<file path="config.mk">
export PLATFORM = sky130hd
export DESIGN_NAME = FetchUnit
export DESIGN_NICKNAME = d
export VERILOG_FILES = /design/src/rtl/FetchTypes.sv /design/src/rtl/BlockRam.sv /design/src/rtl/FetchCreditGate.sv /design/src/rtl/FetchUnit.sv /design/src/rtl/ICacheCore.sv /design/src/rtl/ICacheReplacer.sv /design/src/rtl/PcGenerator.sv
export VERILOG_INCLUDE_DIRS = /design/src /design/src/rtl
export SDC_FILE = /design/constraint.sdc
export NUM_CORES = 2
export LEC_CHECK = 0
export BUFFER_PORTS_ARGS = -buffer_cell sky130_fd_sc_hd__buf_2
export CORE_MARGIN = 2
export CORE_UTILIZATION = 51
export CTS_BUF_LIST = sky130_fd_sc_hd__clkbuf_4
export DETAILED_ROUTE_END_ITERATION = 7
export GPL_TIMING_DRIVEN = 0
export HOLD_SLACK_MARGIN = 0.06
export PLACE_DENSITY = 0.75
export SYNTH_ARGS = -nofsm -noshare
export SYNTH_HDL_FRONTEND = slang
export SYNTH_SLANG_ARGS = --single-unit
</file>
<file path="constraint.sdc">
create_clock -name clk -period 15.6 [get_ports clk]
set_input_delay 3.12 -clock clk [delete_from_list [all_inputs] [get_ports clk]]
set_output_delay 3.12 -clock clk [all_outputs]
set_load 0.02 [all_outputs]
</file>
<file path="src/rtl/fetch_defines.svh">
/*
 * Fetch stage sizing, credit count and reset values
 */
`ifndef FETCH_DEFINES_SVH
`define FETCH_DEFINES_SVH

// Cache geometry, 16 lines of 4 instructions
`define FETCH_INDEX_WIDTH 4
`define FETCH_LINE_WORDS 4

// Decode credits after reset
`define FETCH_CREDITS 4

// Reset PC
`define FETCH_INITIAL_PC 32'h0000_1000

// Idle cycles after a redirect
`define FETCH_FLUSH_STALL 2

`endif

</file>
<file path="src/rtl/FetchTypes.sv">
/*
 * Address, instruction, cache line, tag and index types
 * Tag array entry and cache core states
 */
`default_nettype none
`include "fetch_defines.svh"

package FetchTypes;
    // Byte offset within a line
    localparam int OFFSET_WIDTH = $clog2(`FETCH_LINE_WORDS) + 2;
    localparam int TAG_WIDTH = 32 - `FETCH_INDEX_WIDTH - OFFSET_WIDTH;

    typedef logic [31:0] addr_t;
    typedef logic [31:0] insn_t;
    typedef insn_t [`FETCH_LINE_WORDS-1:0] line_t;
    typedef logic [`FETCH_INDEX_WIDTH-1:0] index_t;
    typedef logic [TAG_WIDTH-1:0] tag_t;
    typedef logic [31-OFFSET_WIDTH:0] lineAddr_t;

    typedef struct packed {
        logic valid;
        tag_t tag;
    } TagEntry;

    typedef enum logic [1:0] {
        Lookup,
        Refill,
        Invalidate
    } CoreState;
endpackage

`default_nettype wire

</file>
<file path="src/rtl/BlockRam.sv">
/*
 * Single-port array with registered read, payload set by type
 */
`default_nettype none

module BlockRam #(
    parameter type DataType = logic [31:0],
    parameter int INDEX_WIDTH = 4
) (
    input wire logic clk,
    input wire logic rst,
    input wire logic [INDEX_WIDTH-1:0] index,
    input wire logic writeEnable,
    input wire DataType writeValue,
    output DataType readValue
);
    DataType array [2**INDEX_WIDTH];

    always_ff @(posedge clk) begin
        if (writeEnable) begin
            array[index] <= writeValue;
        end
    end

    // Read returns the old entry on a same-cycle write
    always_ff @(posedge clk) begin
        if (rst) begin
            readValue <= '0;
        end else begin
            readValue <= array[index];
        end
    end
endmodule

`default_nettype wire

</file>
<file path="src/rtl/FetchCreditGate.sv">
/*
 * Decode credit counter and registered instruction output
 */
`default_nettype none
`include "fetch_defines.svh"

module FetchCreditGate import FetchTypes::*; (
    input wire logic clk,
    input wire logic rst,
    input wire logic hitValid,
    input wire addr_t hitPc,
    input wire insn_t hitInsn,
    input wire logic creditReturn,
    output logic accept,
    output logic outValid,
    output addr_t outPc,
    output insn_t outInsn
);
    localparam int CREDIT_WIDTH = $clog2(`FETCH_CREDITS + 1);

    logic [CREDIT_WIDTH-1:0] creditCount;

    assign accept = hitValid && (creditCount != '0);

    always_ff @(posedge clk) begin
        if (rst) begin
            creditCount <= CREDIT_WIDTH'(`FETCH_CREDITS);
            outValid <= 1'b0;
        end else begin
            // Take and return in the same cycle cancel out
            unique case ({accept, creditReturn})
                2'b10: creditCount <= creditCount - 1'b1;
                2'b01: creditCount <= creditCount + 1'b1;
                default: creditCount <= creditCount;
            endcase
            outValid <= accept;
        end
    end

    always_ff @(posedge clk) begin
        if (accept) begin
            outPc <= hitPc;
            outInsn <= hitInsn;
        end
    end
endmodule

`default_nettype wire

</file>
<file path="src/rtl/FetchUnit.sv">
/*
 * Fetch stage top: PC generator, cache core and credit gate
 */
`default_nettype none

module FetchUnit import FetchTypes::*; (
    input wire logic clk,
    input wire logic rst,
    input wire logic redirectValid,
    input wire addr_t redirectPc,
    input wire logic invalidateReq,
    input wire logic creditReturn,
    output logic memReadReq,
    output lineAddr_t memAddr,
    input wire logic memReadGrant,
    input wire line_t memReadValue,
    output logic outValid,
    output addr_t outPc,
    output insn_t outInsn
);
    addr_t fetchPc;
    logic fetchReq;
    logic redirecting;
    logic accept;

    logic hitValid;
    addr_t hitPc;
    insn_t hitInsn;

    PcGenerator pcGen (
        .clk,
        .rst,
        .redirectValid,
        .redirectPc,
        .accept,
        .fetchPc,
        .fetchReq,
        .redirecting
    );

    ICacheCore cacheCore (
        .clk,
        .rst,
        .fetchPc,
        .fetchReq,
        .redirecting,
        .invalidateReq,
        .accept,
        .memReadGrant,
        .memReadValue,
        .memReadReq,
        .memAddr,
        .hitValid,
        .hitPc,
        .hitInsn
    );

    FetchCreditGate creditGate (
        .clk,
        .rst,
        .hitValid,
        .hitPc,
        .hitInsn,
        .creditReturn,
        .accept,
        .outValid,
        .outPc,
        .outInsn
    );
endmodule

`default_nettype wire

</file>
<file path="src/rtl/ICacheCore.sv">
/*
 * Direct-mapped instruction cache: tag/data arrays, two-stage lookup,
 * miss handling through the replacer and invalidate sweep
 */
`default_nettype none

module ICacheCore import FetchTypes::*; (
    input wire logic clk,
    input wire logic rst,
    input wire addr_t fetchPc,
    input wire logic fetchReq,
    input wire logic redirecting,
    input wire logic invalidateReq,
    input wire logic accept,
    input wire logic memReadGrant,
    input wire line_t memReadValue,
    output logic memReadReq,
    output lineAddr_t memAddr,
    output logic hitValid,
    output addr_t hitPc,
    output insn_t hitInsn
);
    CoreState state;
    CoreState nextState;
    logic invalidatePending;
    logic sweepStart;
    index_t sweepIndex;

    // Lookup stage 2
    logic stage2Valid;
    addr_t stage2Pc;
    logic tagMatch;
    logic miss;
    index_t lookupIndex;

    index_t tagIndex;
    logic tagWriteEnable;
    TagEntry tagWriteValue;
    TagEntry tagReadValue;
    index_t dataIndex;
    logic dataWriteEnable;
    line_t dataReadValue;

    logic refillStart;
    lineAddr_t refillAddr;
    logic refillDone;
    logic replacerWriteEnable;
    index_t replacerIndex;
    tag_t replacerTag;
    line_t replacerData;

    BlockRam #(
        .DataType(TagEntry),
        .INDEX_WIDTH($bits(index_t))
    ) tagArray (
        .clk,
        .rst,
        .index(tagIndex),
        .writeEnable(tagWriteEnable),
        .writeValue(tagWriteValue),
        .readValue(tagReadValue)
    );

    BlockRam #(
        .DataType(line_t),
        .INDEX_WIDTH($bits(index_t))
    ) dataArray (
        .clk,
        .rst,
        .index(dataIndex),
        .writeEnable(dataWriteEnable),
        .writeValue(replacerData),
        .readValue(dataReadValue)
    );

    ICacheReplacer replacer (
        .clk,
        .rst,
        .refillStart,
        .refillAddr,
        .memReadGrant,
        .memReadValue,
        .memReadReq,
        .memAddr,
        .arrayWriteEnable(replacerWriteEnable),
        .arrayIndex(replacerIndex),
        .arrayWriteTag(replacerTag),
        .arrayWriteData(replacerData),
        .refillDone
    );

    assign lookupIndex = fetchPc[OFFSET_WIDTH +: $bits(index_t)];

    // Stage 2 compare and word select
    always_comb begin
        tagMatch = tagReadValue.valid &&
            (tagReadValue.tag == stage2Pc[31 -: $bits(tag_t)]);
        hitValid = stage2Valid && tagMatch && !redirecting;
        miss = stage2Valid && !tagMatch && !redirecting;
        hitPc = stage2Pc;
        hitInsn = dataReadValue[stage2Pc[OFFSET_WIDTH-1:2]];
    end

    always_comb begin
        nextState = state;
        unique case (state)
            Lookup: begin
                if (invalidatePending) begin
                    nextState = Invalidate;
                end else if (miss) begin
                    nextState = Refill;
                end
            end
            Refill: begin
                if (refillDone) begin
                    nextState = invalidatePending ? Invalidate : Lookup;
                end
            end
            Invalidate: begin
                if (sweepIndex == '1) begin
                    nextState = Lookup;
                end
            end
            default: begin
                nextState = Invalidate;
            end
        endcase
    end

    assign refillStart = (state == Lookup) && (nextState == Refill);
    assign refillAddr = stage2Pc[31:OFFSET_WIDTH];
    assign sweepStart = (state != Invalidate) && (nextState == Invalidate);

    // Array port owner follows the core state
    always_comb begin
        unique case (state)
            Refill: begin
                tagIndex = replacerIndex;
                tagWriteEnable = replacerWriteEnable;
                tagWriteValue = '{valid: 1'b1, tag: replacerTag};
            end
            Invalidate: begin
                tagIndex = sweepIndex;
                tagWriteEnable = 1'b1;
                tagWriteValue = '0;
            end
            default: begin
                tagIndex = lookupIndex;
                tagWriteEnable = 1'b0;
                tagWriteValue = '0;
            end
        endcase
        dataIndex = (state == Refill) ? replacerIndex : lookupIndex;
        dataWriteEnable = (state == Refill) && replacerWriteEnable;
    end

    always_ff @(posedge clk) begin
        if (rst) begin
            state <= Invalidate;
            sweepIndex <= '0;
            invalidatePending <= 1'b0;
            stage2Valid <= 1'b0;
        end else begin
            state <= nextState;
            sweepIndex <= (state == Invalidate) ? sweepIndex + 1'b1 : '0;
            invalidatePending <= invalidateReq || (invalidatePending && !sweepStart);
            // An unaccepted hit is looked up again from the same PC
            stage2Valid <= (state == Lookup) && (nextState == Lookup) &&
                fetchReq && !redirecting;
        end
    end

    always_ff @(posedge clk) begin
        stage2Pc <= fetchPc;
    end
endmodule

`default_nettype wire

</file>
<file path="src/rtl/ICacheReplacer.sv">
/*
 * Line refill engine: one memory read, then a tag and data write
 */
`default_nettype none

module ICacheReplacer import FetchTypes::*; (
    input wire logic clk,
    input wire logic rst,
    input wire logic refillStart,
    input wire lineAddr_t refillAddr,
    input wire logic memReadGrant,
    input wire line_t memReadValue,
    output logic memReadReq,
    output lineAddr_t memAddr,
    output logic arrayWriteEnable,
    output index_t arrayIndex,
    output tag_t arrayWriteTag,
    output line_t arrayWriteData,
    output logic refillDone
);
    typedef enum logic [1:0] {
        Idle,
        Request,
        Write
    } ReplacerState;

    ReplacerState state;
    lineAddr_t missAddr;
    line_t lineBuffer;

    // Request held with a stable address until the grant
    assign memReadReq = (state == Request);
    assign memAddr = missAddr;

    assign arrayWriteEnable = (state == Write);
    assign arrayIndex = missAddr[$bits(index_t)-1:0];
    assign arrayWriteTag = missAddr[$bits(lineAddr_t)-1 -: $bits(tag_t)];
    assign arrayWriteData = lineBuffer;
    assign refillDone = (state == Write);

    always_ff @(posedge clk) begin
        if (rst) begin
            state <= Idle;
        end else begin
            unique case (state)
                Idle: begin
                    if (refillStart) begin
                        state <= Request;
                    end
                end
                Request: begin
                    if (memReadGrant) begin
                        state <= Write;
                    end
                end
                default: begin
                    state <= Idle;
                end
            endcase
        end
    end

    always_ff @(posedge clk) begin
        if (state == Idle && refillStart) begin
            missAddr <= refillAddr;
        end
        if (state == Request && memReadGrant) begin
            lineBuffer <= memReadValue;
        end
    end
endmodule

`default_nettype wire

</file>
<file path="src/rtl/PcGenerator.sv">
/*
 * Program counter with redirect load and post-redirect stall
 */
`default_nettype none
`include "fetch_defines.svh"

module PcGenerator import FetchTypes::*; (
    input wire logic clk,
    input wire logic rst,
    input wire logic redirectValid,
    input wire addr_t redirectPc,
    input wire logic accept,
    output addr_t fetchPc,
    output logic fetchReq,
    output logic redirecting
);
    localparam int STALL_WIDTH = $clog2(`FETCH_FLUSH_STALL + 1);

    // PC of the instruction sitting in the lookup stage
    addr_t pc;
    logic [STALL_WIDTH-1:0] stallCount;

    // Address presented to the cache this cycle
    always_comb begin
        if (redirectValid) begin
            fetchPc = redirectPc;
        end else if (accept) begin
            fetchPc = pc + 32'd4;
        end else begin
            fetchPc = pc;
        end
    end

    assign fetchReq = (stallCount == '0);
    assign redirecting = redirectValid;

    always_ff @(posedge clk) begin
        if (rst) begin
            pc <= `FETCH_INITIAL_PC;
            stallCount <= STALL_WIDTH'(`FETCH_FLUSH_STALL);
        end else begin
            pc <= fetchPc;
            if (redirectValid) begin
                stallCount <= STALL_WIDTH'(`FETCH_FLUSH_STALL);
            end else if (stallCount != '0) begin
                stallCount <= stallCount - 1'b1;
            end
        end
    end
endmodule

`default_nettype wire

</file>
==> results.txt <==
Status -> finished clean
Switching share of power -> 22.9%
GPL Wtd Cong -> 0.868
GR Overflow Total -> 0
Worst path required time -> 16.70 ns
Initial antenna violation count -> 39
Crit-path max FO -> 24
Yosys warnings -> 0
Die Wd -> 462 um
I/O pin cnt -> 260
First-pass GRT wire length -> 406 mm
R2R cell count -> 16
Most frequent CP cell -> buf_12
Synthesized flop and latch total -> 2901
Synth cell types -> 52
Final Hold Vio Count -> 0
Clk pwr share -> 40.0%
Hold path start -> cacheCore.hitPc[1]
Worst Hold Margin -> 0.410 ns
RSZ-0062 raised after global routing -> no
Seq pwr share -> 55.2%
Clock transition at path regs -> 0.06 ns
Hold Crit Depth -> 0
CTS Hold Bufs -> 0
CP max stage cell -> nor2_4
H-tree Lvls -> 6
Share of layout cells above drive strength 1 -> 24.9%
Nets@finish -> 7102
Rel. slew slack -> 6.19%
Num CTS Buffers -> 715
Combinational fraction of design power -> 4.8%
Crit path cell chain -> buf_2 > clkbuf_1 > nor2b_1 > and3_1 > nand3_1 > xnor2_1 > a21o_1 > clkbuf_1 > buf_4 > buf_4 > buf_2 > nand2_1 > nor2_4 > buf_12 > buf_12 > buf_12
Synth Instances -> 5756
Vias in the first global route -> 60800
DRT iter0 DRCs -> 7231
Layout area overhead -> 15.6%
Post-route cell area -> 124000 sq um
Part of the Yosys area used for sequential elements -> 79.2%
Crit. End Element -> register
CTS tree -> yes
Largest net degree at the start of global routing -> 51
DRC errors left -> 0
Port bufs -> 259
Tmin final -> 6.94 ns
Synthesized area -> 107000 sq um
Root Buffer -> clkbuf_4
Total negative slack -> 0 ns
Switching Power -> 3.54 mW
ANT nets after route -> 0
DR vias -> 61500
R2r setup slk -> 8.81 ns
VDD IR max -> 0.0993 mV
Leakage power -> 43.2 nW
Startpoint Class -> primary input
Worst-Margin Slew -> 1.39 ns
Wirelength per Cell -> 28.1 um
CP Class -> in -> reg
Cell area power density -> 125 nW/um^2
WP buf/inv -> 9
P_int -> 12.0 mW
Drt first pass iters -> 7
Die Span Y -> 462 um
Tot GR Track Use -> 26.7%
Max incr delay on CP -> 0.91 ns
Clock sinks -> 2901
Tcrit/Tclk final -> 44.5%
Core area -> 209000 sq um
Max-cap violation count -> 0
Final setup fails -> 0
R2r startpoint -> cacheCore.hitPc[18]
CP arrival -> 8.05 ns
RR Endpoint -> cacheCore.dataArray.array[2][36]
Via density -> 5.97
CTS max path bufs -> 4
Starting Density -> 51.2%
Rows -> 168
Delay-heaviest family, CP -> buffers and inverters
Post-Route WL -> 289 mm
PostCTS Resize Cnt -> 0
Die Area -> 213000 sq um
Clock latency on the worst-skew pair -> 1.48 ns
Post-Syn Area per Cell -> 18.6 sq um
WHS Endpoint -> creditGate.outPc[1]
Syn_nets -> 5931
Hold/Removal Path Class -> reg -> reg
Clk_skew -> 0.164 ns
Setup Fix Bufs, Post-CTS -> 0
DPL Wire Length -> 187 mm
Fmax -> 144 MHz
DP Area -> 115000 sq um
Slew Limit Fails -> 0
==> registers in the layout, summed over array words and instances (netlist names), 4 cells and up <==
signal,flops
cacheCore.tagArray.array,400
creditGate.outInsn,32
cacheCore.sweepIndex,4
cacheCore.dataArray.readValue,128
cacheCore.replacer.arrayWriteData,128
cacheCore.dataArray.array,2048
cacheCore.replacer.memAddr,28
creditGate.outPc,32
cacheCore.hitPc,32
cacheCore.tagArray.readValue,25
pcGen.pc,32
==> per-layer routing <==
| metal | global-route usage, % | share of wire [%] |
|---|---|---|
| met1 | 33.4 | 35 |
| met2 | 41.9 | 47 |
| met3 | 6.92 | 11 |
| met4 | 16.4 | 6.3 |
| met5 | 0 | 0.037 |
==> power by group through the flow <==
stage,registers [mW],clock network [mW],logic (mW)
floorplan,8.65,0,0.448
global placement,8.71,0,0.714
detailed placement,8.71,0,0.732
CTS,8.54,6.24,0.736
global route,8.54,6.65,0.771
finish,8.55,6.20,0.746
==> area by class of cell <==
| class | count | area [sq um] |
|---|---|---|
| Fill cell | 14900 | 85500 |
| Sequential cell | 2901 | 84800 |
| Multi-Input combinational cell | 2535 | 20900 |
| Clock buffer | 1052 | 7900 |
| Timing Repair Buffer | 454 | 3960 |
| Tap cell | 2805 | 3510 |
| Buffer | 300 | 1450 |
| Clock inverter | 197 | 987 |
| Antenna cell | 38 | 95.1 |
| Inverter | 20 | 77.6 |
==> logic make-up after synthesis <==
family | count (synthesis) | share of synthesized area [%]
AOI/OAI and AO/OA | 701 | 4.15
xor gates and xnor gates | 56 | 0.458
adders and majority gates | 9 | 0.112
buffers and inverters | 320 | 1.43
DFF | 2901 | 79.2
muxes | 1212 | 11.7
and+or+nand+nor | 557 | 2.90
==> through the flow <==
step	utilization (%)	cells	power [mW]	worst slack, ns
2_1_floorplan	-	5756	9.10	1.45
3_3_place_gp	53.5	8820	9.42	-10.49
3_5_place_dp	54.8	9015	9.44	7.38
4_1_cts	59.1	10300	15.5	8.90
5_1_grt	59.1	10300	16.0	8.60
6_report	59.1	10300	15.5	8.66
==> how the worst max path moves through the flow <==
stage	endpoint	start	slack (ns)	cells after the start
after CTS	cacheCore.dataArray.array[2][55]	redirectValid	8.90	16
after detailed placement	cacheCore.dataArray.array[2][47]	redirectValid	7.38	16
after floorplan	cacheCore.dataArray.array[1][0]	redirectValid	1.45	11
after global routing	cacheCore.dataArray.array[2][39]	redirectValid	8.60	16
final	cacheCore.dataArray.array[2][36]	redirectValid	8.66	16
after global placement	cacheCore.dataArray.array[9][28]	redirectValid	-10.49	12
==> cells in the mapped netlist, drive strengths merged <==
cell / n / share of area (%)
nor2: 70 / 0.25
a31oi: 6 / 0.041
inv: 20 / 0.070
and3: 11 / 0.064
o22ai: 537 / 3.1
or4: 154 / 1.1
ha: 8 / 0.094
xor2: 16 / 0.13
a22o: 4 / 0.033
fa: 1 / 0.019
a21oi: 57 / 0.27
edfxtp: 2668 / 75
nand4b: 2 / 0.016
nand2b: 11 / 0.064
o22a: 25 / 0.20
nand3: 28 / 0.13
mux4: 32 / 0.67
mux2i: 1176 / 11
or3b: 1 / 0.0082
nand4: 16 / 0.099
nand2: 154 / 0.54
a31o: 4 / 0.033
o21a: 2 / 0.014
or3: 1 / 0.0059
a32oi: 1 / 0.0082
xnor2: 40 / 0.33
and4: 3 / 0.025
and2: 29 / 0.17
mux2: 4 / 0.042
or2: 4 / 0.023
nor3: 28 / 0.14
nor4: 8 / 0.061
a22oi: 3 / 0.021
o221ai: 25 / 0.20
nor2b: 30 / 0.18
dfxtp: 233 / 4.4
clkbuf: 64 / 0.22
a21boi: 2 / 0.014
nand3b: 6 / 0.042
a21o: 4 / 0.028
buf: 236 / 1.1
o21ai: 31 / 0.15
and4b: 1 / 0.0094
==> worst register-to-register path, stage by stage (launching register included) <==
cell and delay, ns:
dfxtp_1 0.37, xor2_1 0.20, nor4_1 1.16, and3_1 0.29, clkbuf_1 0.21, nand3_1 0.12
xnor2_1 0.45, a21o_1 0.30, clkbuf_1 0.32, buf_4 0.24, buf_4 0.26, buf_2 0.40
nand2_1 0.33, nor2_4 0.91, buf_12 0.31, buf_12 0.26, buf_12 0.26
==> cells in the final DEF, fill, tap and decap left out, types with 11 or more instances in the layout <==
cell type,synthesis,routed
edfxtp_1,2668,2668
mux2i_1,1176,1176
clkbuf_4,0,1052
o22ai_1,537,537
buf_2,208,467
dfxtp_1,233,233
nand2_1,154,154
or4_1,154,154
clkinv_1,0,149
buf_6,6,135
clkbuf_1,64,64
a21oi_1,57,57
nor2_1,70,46
buf_12,0,45
xnor2_1,40,40
diode_2,0,38
mux4_2,32,32
o21ai_0,31,31
nor2b_1,30,30
nand3_1,28,28
and2_1,28,27
o22a_1,25,25
o221ai_1,25,25
nor2_4,0,24
clkinv_2,0,21
nor3_1,27,19
inv_1,20,19
buf_1,17,17
xor2_1,16,16
inv_2,0,16
nand4_1,15,15
buf_4,5,14
nand2b_1,11,11
Note: power is estimated with default switching activity, not from simulation.
